==> src/logic/uart_frame_pkg.sv <==
/*
 * Shared constants and state types for the UART string link.
 * Import it inside a module body, or use scoped names in port lists.
 * Bit timing is short so that frames simulate quickly.
 */
package uart_frame_pkg;

	// serial bit timing
	localparam int clks_per_bit = 8;
	localparam int half_bit = clks_per_bit / 2;
	localparam int bit_cnt_w = $clog2(clks_per_bit);

	// byte k of a string bus sits at [8k+7:8k]
	localparam int max_bytes = 16;
	localparam int string_w = max_bytes * 8;
	localparam int len_w = 5;

	// two "&" open every frame and two close it
	localparam logic [7:0] frame_mark = 8'h26;

	typedef enum logic [1:0] {
		bit_idle,
		bit_start,
		bit_data,
		bit_stop
	} bit_state_t;

	typedef enum logic [2:0] {
		send_idle,
		send_head1,
		send_head2,
		send_body,
		send_tail1,
		send_tail2
	} send_state_t;

	typedef enum logic [1:0] {
		recv_hunt,
		recv_head2,
		recv_body,
		recv_tail2
	} recv_state_t;

endpackage

==> src/logic/uart_tx.sv <==
/*
 * Byte-wide UART transmitter, 8N1, LSB first.
 * Pulse byte_req while idle; the line drops on the next cycle and
 * byte_done marks the last cycle of the stop bit.
 */
module uart_tx (
	input  logic       sys_clk,
	input  logic       sys_rst_n,
	input  logic [7:0] byte_data,
	input  logic       byte_req,
	output logic       tx,
	output logic       byte_done
);
	import uart_frame_pkg::*;

	bit_state_t           state;
	logic [bit_cnt_w-1:0] cnt;
	logic [2:0]           idx;
	logic [7:0]           data_q;
	logic                 bit_end;

	assign bit_end = (cnt == bit_cnt_w'(clks_per_bit - 1));
	assign byte_done = (state == bit_stop) && bit_end;

	// byte is held for the whole frame
	always_ff @(posedge sys_clk) begin
		if (state == bit_idle && byte_req) begin
			data_q <= byte_data;
		end
	end

	always_ff @(posedge sys_clk or negedge sys_rst_n) begin
		if (!sys_rst_n) begin
			state <= bit_idle;
			cnt <= '0;
			idx <= '0;
			tx <= 1'b1;
		end else begin
			cnt <= (state == bit_idle || bit_end) ? '0 : cnt + 1'b1;
			case (state)
				bit_idle: begin
					tx <= 1'b1;
					if (byte_req) begin
						state <= bit_start;
						tx <= 1'b0;
					end
				end
				bit_start: begin
					if (bit_end) begin
						state <= bit_data;
						idx <= '0;
						tx <= data_q[0];
					end
				end
				bit_data: begin
					if (bit_end) begin
						if (idx == 3'd7) begin
							state <= bit_stop;
							tx <= 1'b1;
						end else begin
							idx <= idx + 3'd1;
							tx <= data_q[idx + 3'd1];
						end
					end
				end
				default: begin
					// line is already high in the stop bit
					if (bit_end) begin
						state <= bit_idle;
					end
				end
			endcase
		end
	end

	a_done_pulse: assert property (@(posedge sys_clk) disable iff (!sys_rst_n)
		byte_done |=> !byte_done);

	a_idle_high: assert property (@(posedge sys_clk) disable iff (!sys_rst_n)
		(state == bit_idle) |-> tx);

endmodule

==> src/logic/uart_rx.sv <==
/*
 * Byte-wide UART receiver, 8N1, LSB first.
 * The line is synchronized, each bit is sampled at its middle and
 * rx_byte_vld pulses at mid stop bit when the stop bit is high.
 */
module uart_rx (
	input  logic       sys_clk,
	input  logic       sys_rst_n,
	input  logic       rx,
	output logic [7:0] rx_byte,
	output logic       rx_byte_vld
);
	import uart_frame_pkg::*;

	bit_state_t           state;
	logic [bit_cnt_w-1:0] cnt;
	logic [2:0]           idx;
	logic                 rx_meta;
	logic                 rx_sync;
	logic                 rx_prev;
	logic                 bit_end;
	logic                 half_end;

	assign bit_end = (cnt == bit_cnt_w'(clks_per_bit - 1));
	assign half_end = (cnt == bit_cnt_w'(half_bit - 1));

	// two-flop synchronizer plus one stage for edge detect
	always_ff @(posedge sys_clk or negedge sys_rst_n) begin
		if (!sys_rst_n) begin
			rx_meta <= 1'b1;
			rx_sync <= 1'b1;
			rx_prev <= 1'b1;
		end else begin
			rx_meta <= rx;
			rx_sync <= rx_meta;
			rx_prev <= rx_sync;
		end
	end

	// shift register doubles as the output byte
	always_ff @(posedge sys_clk) begin
		if (state == bit_data && bit_end) begin
			rx_byte <= {rx_sync, rx_byte[7:1]};
		end
	end

	always_ff @(posedge sys_clk or negedge sys_rst_n) begin
		if (!sys_rst_n) begin
			state <= bit_idle;
			cnt <= '0;
			idx <= '0;
			rx_byte_vld <= 1'b0;
		end else begin
			rx_byte_vld <= 1'b0;
			cnt <= cnt + 1'b1;
			case (state)
				bit_idle: begin
					cnt <= '0;
					if (rx_prev && !rx_sync) begin
						state <= bit_start;
					end
				end
				bit_start: begin
					if (half_end) begin
						cnt <= '0;
						idx <= '0;
						// line back high means a glitch
						state <= rx_sync ? bit_idle : bit_data;
					end
				end
				bit_data: begin
					if (bit_end) begin
						cnt <= '0;
						idx <= idx + 3'd1;
						if (idx == 3'd7) begin
							state <= bit_stop;
						end
					end
				end
				default: begin
					if (bit_end) begin
						// framing error drops the byte
						rx_byte_vld <= rx_sync;
						state <= bit_idle;
					end
				end
			endcase
		end
	end

	a_vld_pulse: assert property (@(posedge sys_clk) disable iff (!sys_rst_n)
		rx_byte_vld |=> !rx_byte_vld);

endmodule

==> src/logic/frame_sender.sv <==
/*
 * Wraps a parallel string as "&&payload&&" and feeds it to uart_tx
 * one byte at a time. String and length are captured on tx_req in
 * idle; tx_done pulses after the closing marker has gone out.
 */
module frame_sender (
	input  logic                                sys_clk,
	input  logic                                sys_rst_n,
	input  logic [uart_frame_pkg::string_w-1:0] tx_string,
	input  logic [uart_frame_pkg::len_w-1:0]    tx_length,
	input  logic                                tx_req,
	output logic                                tx_busy,
	output logic                                tx_done,
	output logic [7:0]                          byte_data,
	output logic                                byte_req,
	input  logic                                byte_done
);
	import uart_frame_pkg::*;

	send_state_t         state;
	logic [string_w-1:0] str_q;
	logic [len_w-1:0]    len_q;
	logic [len_w-1:0]    idx;

	// string and length held for the whole frame
	always_ff @(posedge sys_clk) begin
		if (state == send_idle && tx_req) begin
			str_q <= tx_string;
			len_q <= tx_length;
		end
	end

	always_ff @(posedge sys_clk or negedge sys_rst_n) begin
		if (!sys_rst_n) begin
			state <= send_idle;
			idx <= '0;
			tx_busy <= 1'b0;
			tx_done <= 1'b0;
			byte_data <= 8'h00;
			byte_req <= 1'b0;
		end else begin
			byte_req <= 1'b0;
			tx_done <= 1'b0;
			case (state)
				send_idle: begin
					if (tx_req) begin
						state <= send_head1;
						tx_busy <= 1'b1;
						byte_data <= frame_mark;
						byte_req <= 1'b1;
					end
				end
				send_head1: begin
					if (byte_done) begin
						state <= send_head2;
						byte_data <= frame_mark;
						byte_req <= 1'b1;
					end
				end
				send_head2, send_body: begin
					if (byte_done) begin
						byte_req <= 1'b1;
						// head2 always starts at byte 0
						if (state == send_head2 ? (len_q == '0) : (idx == len_q)) begin
							state <= send_tail1;
							byte_data <= frame_mark;
						end else if (state == send_head2) begin
							state <= send_body;
							byte_data <= str_q[7:0];
							idx <= len_w'(1);
						end else begin
							byte_data <= str_q[8 * idx +: 8];
							idx <= idx + 1'b1;
						end
					end
				end
				send_tail1: begin
					if (byte_done) begin
						state <= send_tail2;
						byte_data <= frame_mark;
						byte_req <= 1'b1;
					end
				end
				default: begin
					if (byte_done) begin
						state <= send_idle;
						tx_busy <= 1'b0;
						tx_done <= 1'b1;
					end
				end
			endcase
		end
	end

	a_len_range: assert property (@(posedge sys_clk) disable iff (!sys_rst_n)
		tx_busy |-> (len_q <= len_w'(max_bytes)));

	a_req_busy: assert property (@(posedge sys_clk) disable iff (!sys_rst_n)
		byte_req |-> tx_busy);

endmodule

==> src/logic/frame_receiver.sv <==
/*
 * Finds "&&payload&&" frames in the received byte stream.
 * Payload bytes are collected in a work buffer and copied to
 * rx_string/rx_length only when a clean trailer arrives.
 */
module frame_receiver (
	input  logic                                sys_clk,
	input  logic                                sys_rst_n,
	input  logic [7:0]                          rx_byte,
	input  logic                                rx_byte_vld,
	output logic [uart_frame_pkg::string_w-1:0] rx_string,
	output logic [uart_frame_pkg::len_w-1:0]    rx_length,
	output logic                                rx_busy,
	output logic                                rx_done,
	output logic                                rx_error
);
	import uart_frame_pkg::*;

	recv_state_t         state;
	logic [string_w-1:0] work_q;
	logic [len_w-1:0]    cnt;
	logic                is_mark;
	logic                full;

	assign is_mark = (rx_byte == frame_mark);
	assign full = (cnt == len_w'(max_bytes));

	// work buffer starts zeroed so unused bytes read back as zero
	always_ff @(posedge sys_clk) begin
		if (rx_byte_vld) begin
			if (state == recv_head2 && is_mark) begin
				work_q <= '0;
			end else if (state == recv_body && !is_mark && !full) begin
				work_q[8 * cnt +: 8] <= rx_byte;
			end
		end
	end

	always_ff @(posedge sys_clk or negedge sys_rst_n) begin
		if (!sys_rst_n) begin
			state <= recv_hunt;
			cnt <= '0;
			rx_busy <= 1'b0;
			rx_done <= 1'b0;
			rx_error <= 1'b0;
			rx_string <= '0;
			rx_length <= '0;
		end else begin
			rx_done <= 1'b0;
			rx_error <= 1'b0;
			if (rx_byte_vld) begin
				case (state)
					recv_hunt: begin
						if (is_mark) begin
							state <= recv_head2;
							rx_busy <= 1'b1;
						end
					end
					recv_head2: begin
						cnt <= '0;
						if (is_mark) begin
							state <= recv_body;
						end else begin
							// not a header after all
							state <= recv_hunt;
							rx_busy <= 1'b0;
						end
					end
					recv_body: begin
						if (is_mark) begin
							state <= recv_tail2;
						end else if (full) begin
							state <= recv_hunt;
							rx_busy <= 1'b0;
							rx_error <= 1'b1;
						end else begin
							cnt <= cnt + 1'b1;
						end
					end
					default: begin
						state <= recv_hunt;
						rx_busy <= 1'b0;
						if (is_mark) begin
							rx_done <= 1'b1;
							rx_string <= work_q;
							rx_length <= cnt;
						end else begin
							// lone '&' inside the payload
							rx_error <= 1'b1;
						end
					end
				endcase
			end
		end
	end

	a_done_xor_err: assert property (@(posedge sys_clk) disable iff (!sys_rst_n)
		!(rx_done && rx_error));

endmodule

==> src/logic/uart_control.sv <==
/*
 * UART string link top level. Sends tx_string as "&&payload&&" on
 * uart_tx_port and reports frames found on uart_rx_port.
 */
module uart_control (
	input  logic                                sys_clk,
	input  logic                                sys_rst_n,

	input  logic [uart_frame_pkg::string_w-1:0] tx_string,
	input  logic [uart_frame_pkg::len_w-1:0]    tx_length,
	input  logic                                tx_req,
	output logic                                tx_busy,
	output logic                                tx_done,

	output logic [uart_frame_pkg::string_w-1:0] rx_string,
	output logic [uart_frame_pkg::len_w-1:0]    rx_length,
	output logic                                rx_busy,
	output logic                                rx_done,
	output logic                                rx_error,

	input  logic                                uart_rx_port,
	output logic                                uart_tx_port
);

	// sender to transmitter
	logic [7:0] byte_data;
	logic       byte_req;
	logic       byte_done;

	// receiver core to frame parser
	logic [7:0] rx_byte;
	logic       rx_byte_vld;

	frame_sender u_sender (
		.sys_clk   (sys_clk),
		.sys_rst_n (sys_rst_n),
		.tx_string (tx_string),
		.tx_length (tx_length),
		.tx_req    (tx_req),
		.tx_busy   (tx_busy),
		.tx_done   (tx_done),
		.byte_data (byte_data),
		.byte_req  (byte_req),
		.byte_done (byte_done)
	);

	uart_tx u_uart_tx (
		.sys_clk   (sys_clk),
		.sys_rst_n (sys_rst_n),
		.byte_data (byte_data),
		.byte_req  (byte_req),
		.tx        (uart_tx_port),
		.byte_done (byte_done)
	);

	uart_rx u_uart_rx (
		.sys_clk     (sys_clk),
		.sys_rst_n   (sys_rst_n),
		.rx          (uart_rx_port),
		.rx_byte     (rx_byte),
		.rx_byte_vld (rx_byte_vld)
	);

	frame_receiver u_receiver (
		.sys_clk     (sys_clk),
		.sys_rst_n   (sys_rst_n),
		.rx_byte     (rx_byte),
		.rx_byte_vld (rx_byte_vld),
		.rx_string   (rx_string),
		.rx_length   (rx_length),
		.rx_busy     (rx_busy),
		.rx_done     (rx_done),
		.rx_error    (rx_error)
	);

endmodule

==> config.mk <==
export PLATFORM = sky130hd
export DESIGN_NAME = uart_control
export DESIGN_NICKNAME = d
export VERILOG_FILES = /design/src/logic/uart_frame_pkg.sv /design/src/logic/uart_tx.sv /design/src/logic/uart_rx.sv /design/src/logic/frame_sender.sv /design/src/logic/frame_receiver.sv /design/src/logic/uart_control.sv
export SDC_FILE = /design/constraint.sdc
export NUM_CORES = 1
export LEC_CHECK = 0
export BUFFER_PORTS_ARGS = -buffer_cell sky130_fd_sc_hd__buf_4
export CAP_MARGIN = 20
export CORE_UTILIZATION = 45
export CTS_CLUSTER_DIAMETER = 100
export DETAILED_ROUTE_END_ITERATION = 6
export PLACE_DENSITY = 0.65
export SLEW_MARGIN = 15
export SYNTH_ARGS = -nofsm -noshare
export SYNTH_HDL_FRONTEND = slang
export SYNTH_SLANG_ARGS = --single-unit
==> constraint.sdc <==
create_clock -name sys_clk -period 9.4 [get_ports sys_clk]
set_input_delay 2.35 -clock sys_clk [delete_from_list [all_inputs] [get_ports sys_clk]]
set_output_delay 2.35 -clock sys_clk [all_outputs]
set_load 0.1 [all_outputs]
==> results.json, run 1 <==
{
  "status": "completed",
  "start_util": 0.458,
  "die_area_um2": 44900,
  "drt_iter0_markers": 914,
  "crit_buf_inv": 3,
  "clk_latency_ps": 600,
  "final_area_um2": 23900,
  "startpoint": "u_receiver.cnt[0]",
  "cts.path.max_buffers": 3,
  "cp_slowest_stage_delay_ps": 850,
  "dp_hpwl_mm": 30.7,
  "r2r_cells": 10,
  "ys_warn_count": 0,
  "placed_area_um2": 22300,
  "fin_crit_sh": 0.520,
  "r2r_start": "u_receiver.cnt[0]",
  "wire_per_inst_um": 20.2,
  "cap_violations": 0,
  "seq_power_share": 0.517,
  "drc": 0,
  "drive_gt1_frac": 0.330,
  "start_kind": "flip-flop",
  "die_h_um": 212,
  "yosys.area.top_type_share": 0.420,
  "crit_chain": "inv_1 > ha_1 > nand2b_1 > nor2_1 > ha_1 > a2111oi_4 > nor2_1 > nor2_4 > buf_4 > buf_4",
  "setup_viol": 0,
  "wirelength_mm": 44.8,
  "numCtsBuffers": 48,
  "diodes": 0,
  "finalMaxSlewViolations": 0,
  "dp_slack_ps": 4430,
  "cts_resized": 0,
  "cp_max_fo": 69,
  "hold_viol": 0,
  "cts_sinks": 460,
  "synth_ff_type": "edfxtp_1",
  "worstMarginPinSlew_ps": 1090,
  "syn_inst": 1337,
  "synthAdderAreaFrac": 0.0177,
  "ff2ff_setup_slack_ps": 4520,
  "grt_pass1_vias": 11800,
  "p_sw_frac": 0.206,
  "final_util": 0.553,
  "clkPwrFrac": 0.451,
  "power_switching_uw": 863,
  "ys_seq_elements": 460,
  "synth_top_family_by_area": "multiplexers",
  "endpoint_kind": "flip-flop",
  "yosysUniqueCellTypes": 63,
  "synth_area_leaders": "edfxtp_1 (42%), dfrtp_1 (23%), mux2_4 (7.5%)",
  "clkTransAtPathRegs_ps": 60,
  "drt_first_pass_iters": 6,
  "intPower_uw": 3320,
  "synthToLayoutAreaGrowth_pct": 20.8,
  "fin_tns_setup_ps": 0,
  "grt_max_degree": 117,
  "cts_setup_buffers": 0,
  "core_um2": 43300,
  "pin_count": 276,
  "min_period_ps": 4880,
  "antenna_found_initial": 0,
  "vias_per_cell": 5.33,
  "cp.required_ps": 9620,
  "fmaxAchievable_mhz": 205,
  "p_comb_frac": 0.033,
  "grt_pass1_wl_mm": 69.1,
  "relSlewSlack": 0.270,
  "hold_depth": 0,
  "cp_num_cells": 10,
  "powerDensity_nw_per_um2": 175,
  "cts_tree": "yes",
  "min-delay-path-class": "flip-flop to flip-flop",
  "seq_area_frac_synth": 0.651,
  "synthTopCellsByCount": "edfxtp_1 (277), dfrtp_1 (179), nand2_1 (161), mux2_4 (99), mux2i_1 (86)",
  "slowest_stage": "buf_4",
  "reg2reg_to": "u_receiver.work_q[118]",
  "synth_compound_area_frac": 0.0507,
  "rsz0062_at_grt": "false",
  "synth_area_um2": 19800,
  "ir_drop_uv": 180,
  "critical_path_class": "flip-flop to flip-flop",
  "num_vias": 11900,
  "antenna_left": 0,
  "yosysTopAreaCell": "edfxtp_1",
  "post_synth_xor_area_fraction": 0.00221,
  "fin_nets": 1764,
  "fin_skew_ps": 38.9,
  "p_leak_uw": 0.0106,
  "io_buffers": 275,
  "die_w_um": 212,
  "muxShareOfSynthArea": 0.173,
  "synth_nets": 1502,
  "synth_most_common_cell": "edfxtp_1",
  "rows": 76,
  "postSynth.asyncResetShare": 0.398,
  "postLayoutSetupSlackWorst_ps": 4520,
  "cts_max_level": 2,
  "cts_root_buf": "clkbuf_16",
  "synth-simple-area-share": 0.0812,
  "place_congestion": 0.823,
  "endpoint": "u_receiver.work_q[118]",
  "critPathTopFamily": "buffers and inverters",
  "arrival_ps": 5100,
  "hold_buffers": 0,
  "grt_overflow": 0,
  "grt_usage": 0.203,
  "syn_area_per_cell_um2": 14.8,
  "synth_edf_count": 277
}
per-layer routing:
layer | vias to the layer above | GRT usage | share of wire
met1 | 5898 | 0.283 | 0.44
li1 | 5508 | - | -
met2 | 383 | 0.317 | 0.47
met3 | 63 | 0.0405 | 0.065
met4 | 0 | 0.0702 | 0.026
met5 | - | 0 | 0
how the worst min path moves through the flow:
| stage | endpoint | start |
|---|---|---|
| floorplan | u_uart_rx.rx_sync | u_uart_rx.rx_meta |
| global placement | u_uart_rx.rx_sync | u_uart_rx.rx_meta |
| detailed placement | u_uart_rx.rx_sync | u_uart_rx.rx_meta |
| CTS | u_uart_rx.rx_sync | u_uart_rx.rx_meta |
| global route | u_uart_rx.rx_sync | u_uart_rx.rx_meta |
| finish | u_uart_rx.rx_sync | u_uart_rx.rx_meta |
placed cells by master, fill, tap and decap left out, types with 3 or more instances in the layout:
cell         n
clkbuf_1    13
dfstp_2      4
ha_1        28
o21ai_0     66
a21oi_1     22
o21ai_1      7
a21boi_0     3
a221oi_1     4
a22o_1       8
nor3b_1      4
mux2_2      33
inv_1       21
nand3_1     82
and3_1       5
edfxtp_1   277
nand4_1      6
xor2_1       5
mux2i_1     86
clkinv_2     8
clkinv_1     7
bufinv_16    4
and2_1       5
a22oi_1     10
buf_4      287
a21o_1       6
clkbuf_16   49
mux2_4      99
nand2b_1     5
dfrtp_1    179
nor2_1      23
a31oi_1      9
nor2b_1      4
mux4_2      31
or4_1        5
nand2_1    161
nor3_1      17
nand3b_1     4
clkbuf_8     5
cells by family (layout without fill, tap and decap cells):
kind of cell	Yosys count	after routing
DFF	460	460
and+or+nand+nor	338	338
muxes	249	249
AOI/OAI and AO/OA	159	159
buffers and inverters	98	399
adders and majority gates	28	28
xor gates and xnor gates	5	5
power by group through the flow:
stage	registers, uW	clock network, uW	logic (uW)
after global routing	2160	2010	156
after CTS	2160	1930	140
final	2160	1890	137
after global placement	2200	0	135
after detailed placement	2200	0	139
after floorplan	2200	0	62.0
cell type report:
type	count	area, um^2
Clock buffer	66	1330
Clock inverter	23	240
Fill cell	3516	19300
Inverter	21	78.8
Multi-Input combinational cell	779	6460
Sequential cell	460	12900
Tap cell	585	732
Timing Repair Buffer	289	2190
worst reg2reg max path, stage by stage (launching register included):
cell       delay (ps)
dfrtp_1           640
inv_1             270
ha_1              340
nand2b_1          220
nor2_1            100
ha_1              300
a2111oi_4         400
nor2_1            150
nor2_4            640
buf_4             860
buf_4             580
metrics by stage:
| step | hold slack [ps] | std cells | power (uW) |
|---|---|---|---|
| 2_1_floorplan | 345 | 1337 | 2260 |
| 3_3_place_gp | 347 | 2132 | 2340 |
| 3_5_place_dp | 347 | 2133 | 2340 |
| 4_1_cts | 355 | 2222 | 4230 |
| 5_1_grt | 358 | 2223 | 4330 |
| 6_report | 354 | 2223 | 4190 |
state kept, by name (all words and copies together) (netlist names), 5 cells and up:
| name | cells |
|---|---|
| u_receiver.cnt | 5 |
| u_receiver.rx_length | 5 |
| u_receiver.work_q | 128 |
| u_uart_rx.rx_byte | 8 |
| u_receiver.rx_string | 128 |
| u_sender.str_q | 128 |
| u_sender.len_q | 5 |
| u_sender.byte_data | 8 |
| u_uart_tx.data_q | 8 |
| u_sender.idx | 5 |
(Power assumes the default switching activity.)
==> run 2: changes to the inputs <==
==> constraint.sdc (replaced) <==
create_clock -name sys_clk -period 4.5 [get_ports sys_clk]
set_input_delay 1.125 -clock sys_clk [delete_from_list [all_inputs] [get_ports sys_clk]]
set_output_delay 1.125 -clock sys_clk [all_outputs]
set_load 0.1 [all_outputs]
==> run 2 against run 1 <==
Compared with the run above:
- power increased by 100%
- via count up 0.12%
- critical path depth fell by 2
- largest cell class unchanged
==> results.json, run 2 (synthesized netlist as in run 1, its figures left out) <==
{
  "status": "completed",
  "fin_nets": 1764,
  "place_congestion": 0.829,
  "wirelength_mm": 45.1,
  "numCtsBuffers": 47,
  "endpoint_kind": "flip-flop",
  "fmaxAchievable_mhz": 288,
  "arrival_ps": 3770,
  "critical_path_class": "flip-flop to flip-flop",
  "dp_hpwl_mm": 30.5,
  "grt_pass1_wl_mm": 68.8,
  "relSlewSlack": 0.248,
  "drc": 0,
  "top_regs": "u_receiver.rx_string (128), u_receiver.work_q (128), u_sender.str_q (128)",
  "grt_usage": 0.203,
  "cts.path.max_buffers": 3,
  "cts_resized": 0,
  "grt_overflow": 0,
  "powerDensity_nw_per_um2": 358,
  "cp_slowest_stage_delay_ps": 650,
  "finalMaxSlewViolations": 0,
  "min_period_ps": 3470,
  "diodes": 0,
  "crit_chain": "inv_1 > ha_1 > nand2b_1 > nor2_1 > ha_1 > o2111ai_1 > nand3_1 > o21ai_0",
  "worst_path_most_repeated_cell": "ha_1",
  "antenna_found_initial": 0,
  "clkTransAtPathRegs_ps": 60,
  "cts_root_buf": "clkbuf_16",
  "busiest_layer": "met2",
  "ir_drop_uv": 320,
  "cap_violations": 0,
  "rows": 76,
  "min-delay-path-class": "flip-flop to flip-flop",
  "antenna_left": 0,
  "vias_per_cell": 5.34,
  "die_area_um2": 44900,
  "pin_count": 276,
  "synthToLayoutAreaGrowth_pct": 20.8,
  "worstMarginPinSlew_ps": 1130,
  "die_h_um": 212,
  "core_um2": 43300,
  "drt_iter0_markers": 901,
  "cp.required_ps": 4800,
  "cts_sinks": 460,
  "use_met1": 0.288,
  "rsz0062_at_grt": "false",
  "grt_pass1_vias": 11700,
  "cts_tree": "yes",
  "num_vias": 11900,
  "hold_buffers": 0,
  "num-fill-cells": 3500,
  "drt_first_pass_iters": 5,
  "grt_use_met3": 0.0359,
  "clk_latency_ps": 590,
  "io_buffers": 275,
  "final_common_cell": "buf_4",
  "met2_usage": 0.311,
  "fin_tns_setup_ps": 0,
  "p_leak_uw": 0.0105,
  "final_cell_mix": "buf_4 (284), edfxtp_1 (277), dfrtp_1 (179)",
  "hold_viol": 0,
  "start_util": 0.458,
  "cts_setup_buffers": 0,
  "fin_skew_ps": 24.2,
  "cts_max_level": 2,
  "p_total_uw": 8570,
  "wire_per_inst_um": 20.3,
  "cp_max_fo": 16,
  "fin_crit_sh": 0.771,
  "drive_gt1_frac": 0.330,
  "setup_viol": 0,
  "die_w_um": 212,
  "slowest_stage": "dfrtp_1",
  "grt_max_degree": 109,
  "start_kind": "flip-flop"
}
==> run 2: metal layers <==
layer / part of all wire / wire (um)
met5: 0 / 0
met4: 0.028 / 1270
met2: 0.46 / 20800
met1: 0.46 / 20500
met3: 0.055 / 2480
==> run 2: cell type report <==
cell class	instances	area [um^2]	area share
multi-input cells	779	6460	0.270
repair buffers	290	2250	0.0939
clock buffers	78	1410	0.0591
flip-flops and latches	460	12900	0.539
inverters	21	78.8	0.00329
well taps	585	732	0.0306
clock inverters	10	95.1	0.00397
==> run 2: stage by stage <==
stage,setup WS [ps],instances,hold slack [ps],utilization,instance area (um^2)
after floorplan,97.7,1337,345,-,19800
after global placement,1230,2135,346,0.518,22400
after detailed placement,1080,2135,348,0.518,22400
after CTS,1020,2223,356,0.553,23900
after global routing,788,2223,360,0.553,23900
final,1030,2223,355,0.553,23900
==> run 2: critical path: cells and delay by family (launching register included) <==
kind / cells / cell delay, ps
simple gates: 3 / 570
flops: 1 / 650
compound gates: 2 / 740
buf+inv: 1 / 260
fa+ha+maj: 2 / 950
==> run 2: report_power, final <==
group          leakage [uW]  internal, uW  switching [uW]
clock              0.000732          2160            1610
combinational       0.00485           143             145
sequential          0.00496          4490            25.1
total                0.0105          6790            1780
==> run 2: path summary, 6_finish.rpt <==
check	startpoint	end	slack, ps	cells after the start
max	u_receiver.cnt[0]	u_receiver.work_q[21]	1030	8
min	u_uart_rx.rx_meta	u_uart_rx.rx_sync	350	0
max reg2reg	u_receiver.cnt[0]	u_receiver.work_q[21]	1030	8
min reg2reg	u_uart_rx.rx_meta	u_uart_rx.rx_sync	350	0
max in group asynchronous	sys_rst_n	u_receiver.rx_string[109]	2990	2
min in group asynchronous	sys_rst_n	u_uart_tx.cnt[1]	530	1
==> run 3: changes to the inputs <==
--- a/config.mk
+++ b/config.mk
@@ -5,12 +5,13 @@
 export SDC_FILE = /design/constraint.sdc
 export NUM_CORES = 1
 export LEC_CHECK = 0
+export ABC_AREA = 1
 export BUFFER_PORTS_ARGS = -buffer_cell sky130_fd_sc_hd__buf_4
 export CAP_MARGIN = 20
 export CORE_UTILIZATION = 45
 export CTS_CLUSTER_DIAMETER = 100
 export DETAILED_ROUTE_END_ITERATION = 6
-export PLACE_DENSITY = 0.65
+export PLACE_DENSITY = 0.67
 export SLEW_MARGIN = 15
 export SYNTH_ARGS = -nofsm -noshare
 export SYNTH_HDL_FRONTEND = slang
==> constraint.sdc (replaced) <==
create_clock -name sys_clk -period 2.95 [get_ports sys_clk]
set_input_delay 0.7375 -clock sys_clk [delete_from_list [all_inputs] [get_ports sys_clk]]
set_output_delay 0.7375 -clock sys_clk [all_outputs]
set_load 0.1 [all_outputs]
==> run 3 against run 2 <==
Compared with the run above:
- sequential cell count did not move
- count of clock-buffer cells in the layout shrank 11
- area after synthesis grew 1.9%
- sequential share of layout area fell by 1.8 points
- power is 60% higher
- first-iteration DRC count rose by 53%
- critical path depth increased by 2
- worst setup slack got worse by 820 ps
- synthesized cell count increased by 58%
- worst hold slack worse by 220 ps
- critical path type unchanged
- highest routed layer unchanged
==> results.json, run 3 <==
{
  "synth_nets": 2277,
  "drt_iter0_markers": 1383,
  "cap_violations": 0,
  "start_util": 0.456,
  "worstMarginPinSlew_ps": 899,
  "ir_drop_uv": 475,
  "cts_sinks": 460,
  "setup_viol": 0,
  "fin_nets": 2554,
  "min_period_ps": 2740,
  "synth_area_um2": 20200,
  "die_h_um": 214,
  "cts.path.max_buffers": 3,
  "num_vias": 15300,
  "wire_per_inst_um": 16.7,
  "p_leak_uw": 0.0118,
  "arrival_ps": 3040,
  "synthToLayoutAreaGrowth_pct": 22.7,
  "drc": 0,
  "r2r_start": "u_receiver.cnt[1]",
  "yosysUniqueCellTypes": 32,
  "hold_viol": 0,
  "fin_skew_ps": 17.1,
  "p_total_uw": 13700,
  "final_util": 0.560,
  "drt_first_pass_iters": 6,
  "top_regs": "u_receiver.rx_string (128), u_receiver.work_q (128), u_sender.str_q (128)",
  "clkTransAtPathRegs_ps": 60,
  "antenna_found_initial": 1,
  "final_cell_mix": "nand2_1 (619), buf_4 (305), edfxtp_1 (277)",
  "cts_tree": "yes",
  "antenna_left": 0,
  "syn_area_per_cell_um2": 9.55,
  "grt_pass1_vias": 14400,
  "die_area_um2": 45700,
  "holdWs_ps": 131,
  "critical_path_class": "flip-flop to flip-flop",
  "syn_inst": 2112,
  "dp_hpwl_mm": 35.7,
  "start_kind": "flip-flop",
  "io_buffers": 275,
  "ff2ff_setup_slack_ps": 210,
  "cp_slowest_stage_delay_ps": 440,
  "ys_seq_elements": 460,
  "synth_ff_type": "edfxtp_1",
  "dp_slack_ps": 259,
  "crit_chain": "inv_1 > ha_1 > nand2_1 > nor2_1 > ha_1 > inv_1 > nor2_2 > nand3_1 > nor2_1 > a211oi_1",
  "cts_root_buf": "clkbuf_16",
  "fmaxAchievable_mhz": 365,
  "grt_pass1_wl_mm": 78.0,
  "min-delay-path-class": "input pin to async pin",
  "cp_max_fo": 16,
  "powerDensity_nw_per_um2": 553,
  "reg2reg_to": "u_receiver.work_q[86]",
  "endpoint_kind": "flip-flop",
  "grt_max_degree": 121,
  "pin_count": 276,
  "yosysTopAreaCell": "edfxtp_1",
  "slowest_stage": "nand3_1",
  "r2r_cells": 10,
  "relSlewSlack": 0.399,
  "grt_overflow": 0,
  "die_w_um": 214,
  "wirelength_mm": 50.4,
  "core_um2": 44200,
  "place_inst": 2929,
  "numCtsBuffers": 49,
  "instances_no_fill": 3023,
  "rows": 77,
  "postLayoutSetupSlackWorst_ps": 208,
  "ys_warn_count": 0,
  "final_common_cell": "nand2_1",
  "grt_usage": 0.222,
  "drive_gt1_frac": 0.176,
  "place_congestion": 0.929,
  "rsz0062_at_grt": "false",
  "synth_area_leaders": "edfxtp_1 (41%), dfrtp_1 (22%), nand2_1 (12%)",
  "cts_max_level": 2,
  "clk_latency_ps": 580,
  "seq_area_frac_synth": 0.640,
  "synth_edf_count": 277,
  "fin_crit_sh": 0.929,
  "synth_most_common_cell": "nand2_1",
  "vias_per_cell": 5.06,
  "cp.required_ps": 3250,
  "finalMaxSlewViolations": 0,
  "yosys.area.top_type_share": 0.412,
  "postSynth.asyncResetShare": 0.398,
  "status": "completed",
  "synthTopCellsByCount": "nand2_1 (621), edfxtp_1 (277), inv_1 (261), dfrtp_1 (179), nor2_1 (175)"
}
run 3: layer usage:
| metal | part of all wire | vias up | track usage |
|---|---|---|---|
| met3 | 0.075 | 89 | 0.0477 |
| met1 | 0.43 | 7202 | 0.303 |
| met2 | 0.47 | 563 | 0.354 |
| met5 | 0 | - | 0 |
| li1 | - | 7445 | - |
| met4 | 0.026 | 0 | 0.0717 |
run 3: how the worst max path moves through the flow:
stage | start | end | slack (ps) | cells after the start
6_report | u_receiver.cnt[1] | u_receiver.work_q[86] | 210 | 10
5_1_grt | u_receiver.cnt[1] | u_receiver.work_q[85] | 9 | 10
4_1_cts | u_receiver.cnt[1] | u_receiver.work_q[106] | 230 | 13
3_5_place_dp | u_receiver.cnt[1] | u_receiver.work_q[106] | 260 | 13
3_3_place_gp | u_receiver.cnt[1] | u_receiver.work_q[105] | 350 | 13
2_1_floorplan | u_uart_rx.rx_byte[6] | u_receiver.work_q[0] | -850 | 7
run 3: repair_timing:
action | 4_1_cts | 5_1_grt
gates resized for setup | 0 | 2
endpoints found under the hold margin | 0 | 0
setup buffers | 0 | 0
hold buffers | 0 | 0
endpoints found under the setup margin | 0 | 51
run 3: report_power, final:
group / switching (uW) / total (uW) / internal, uW
logic: 240 / 448 / 207
clock network: 2520 / 6370 / 3850
registers: 30.8 / 6880 / 6850
total: 2790 / 13700 / 10900
run 3: kinds of logic after synthesis:
family | share of synthesized area
compound gates | 0.0735
flops | 0.640
buf+inv | 0.0677
fa+ha+maj | 0.0174
simple gates | 0.199
xor+xnor | 0.00304
run 3: critical path, delay by kind of cell, from the launching register on:
| family | cells | cell delay [ps] |
|---|---|---|
| AO/OA/AOI/OAI | 1 | 70 |
| flip-flops | 1 | 430 |
| AND/OR/NAND/NOR | 5 | 1130 |
| buffers and inverters | 2 | 250 |
| adder cells (fa/ha/maj) | 2 | 560 |
run 3: area by class of cell:
type	count	area, um^2
fill	3815	19500
clock inverter	25	292
clock buffer	67	1400
antenna	1	2.50
sequential	460	12900
multi-input combinational	1294	5950
timing repair buffer	314	2460
inverter	270	1020
tap	592	741
run 3: stage by stage:
| stage | setup TNS (ps) | instance area, um^2 |
|---|---|---|
| 3_3_place_gp | 0 | 23100 |
| 3_5_place_dp | 0 | 23100 |
| 5_1_grt | 0 | 24800 |
| 4_1_cts | 0 | 24700 |
| 6_report | 0 | 24800 |
| 2_1_floorplan | -133650 | 20200 |
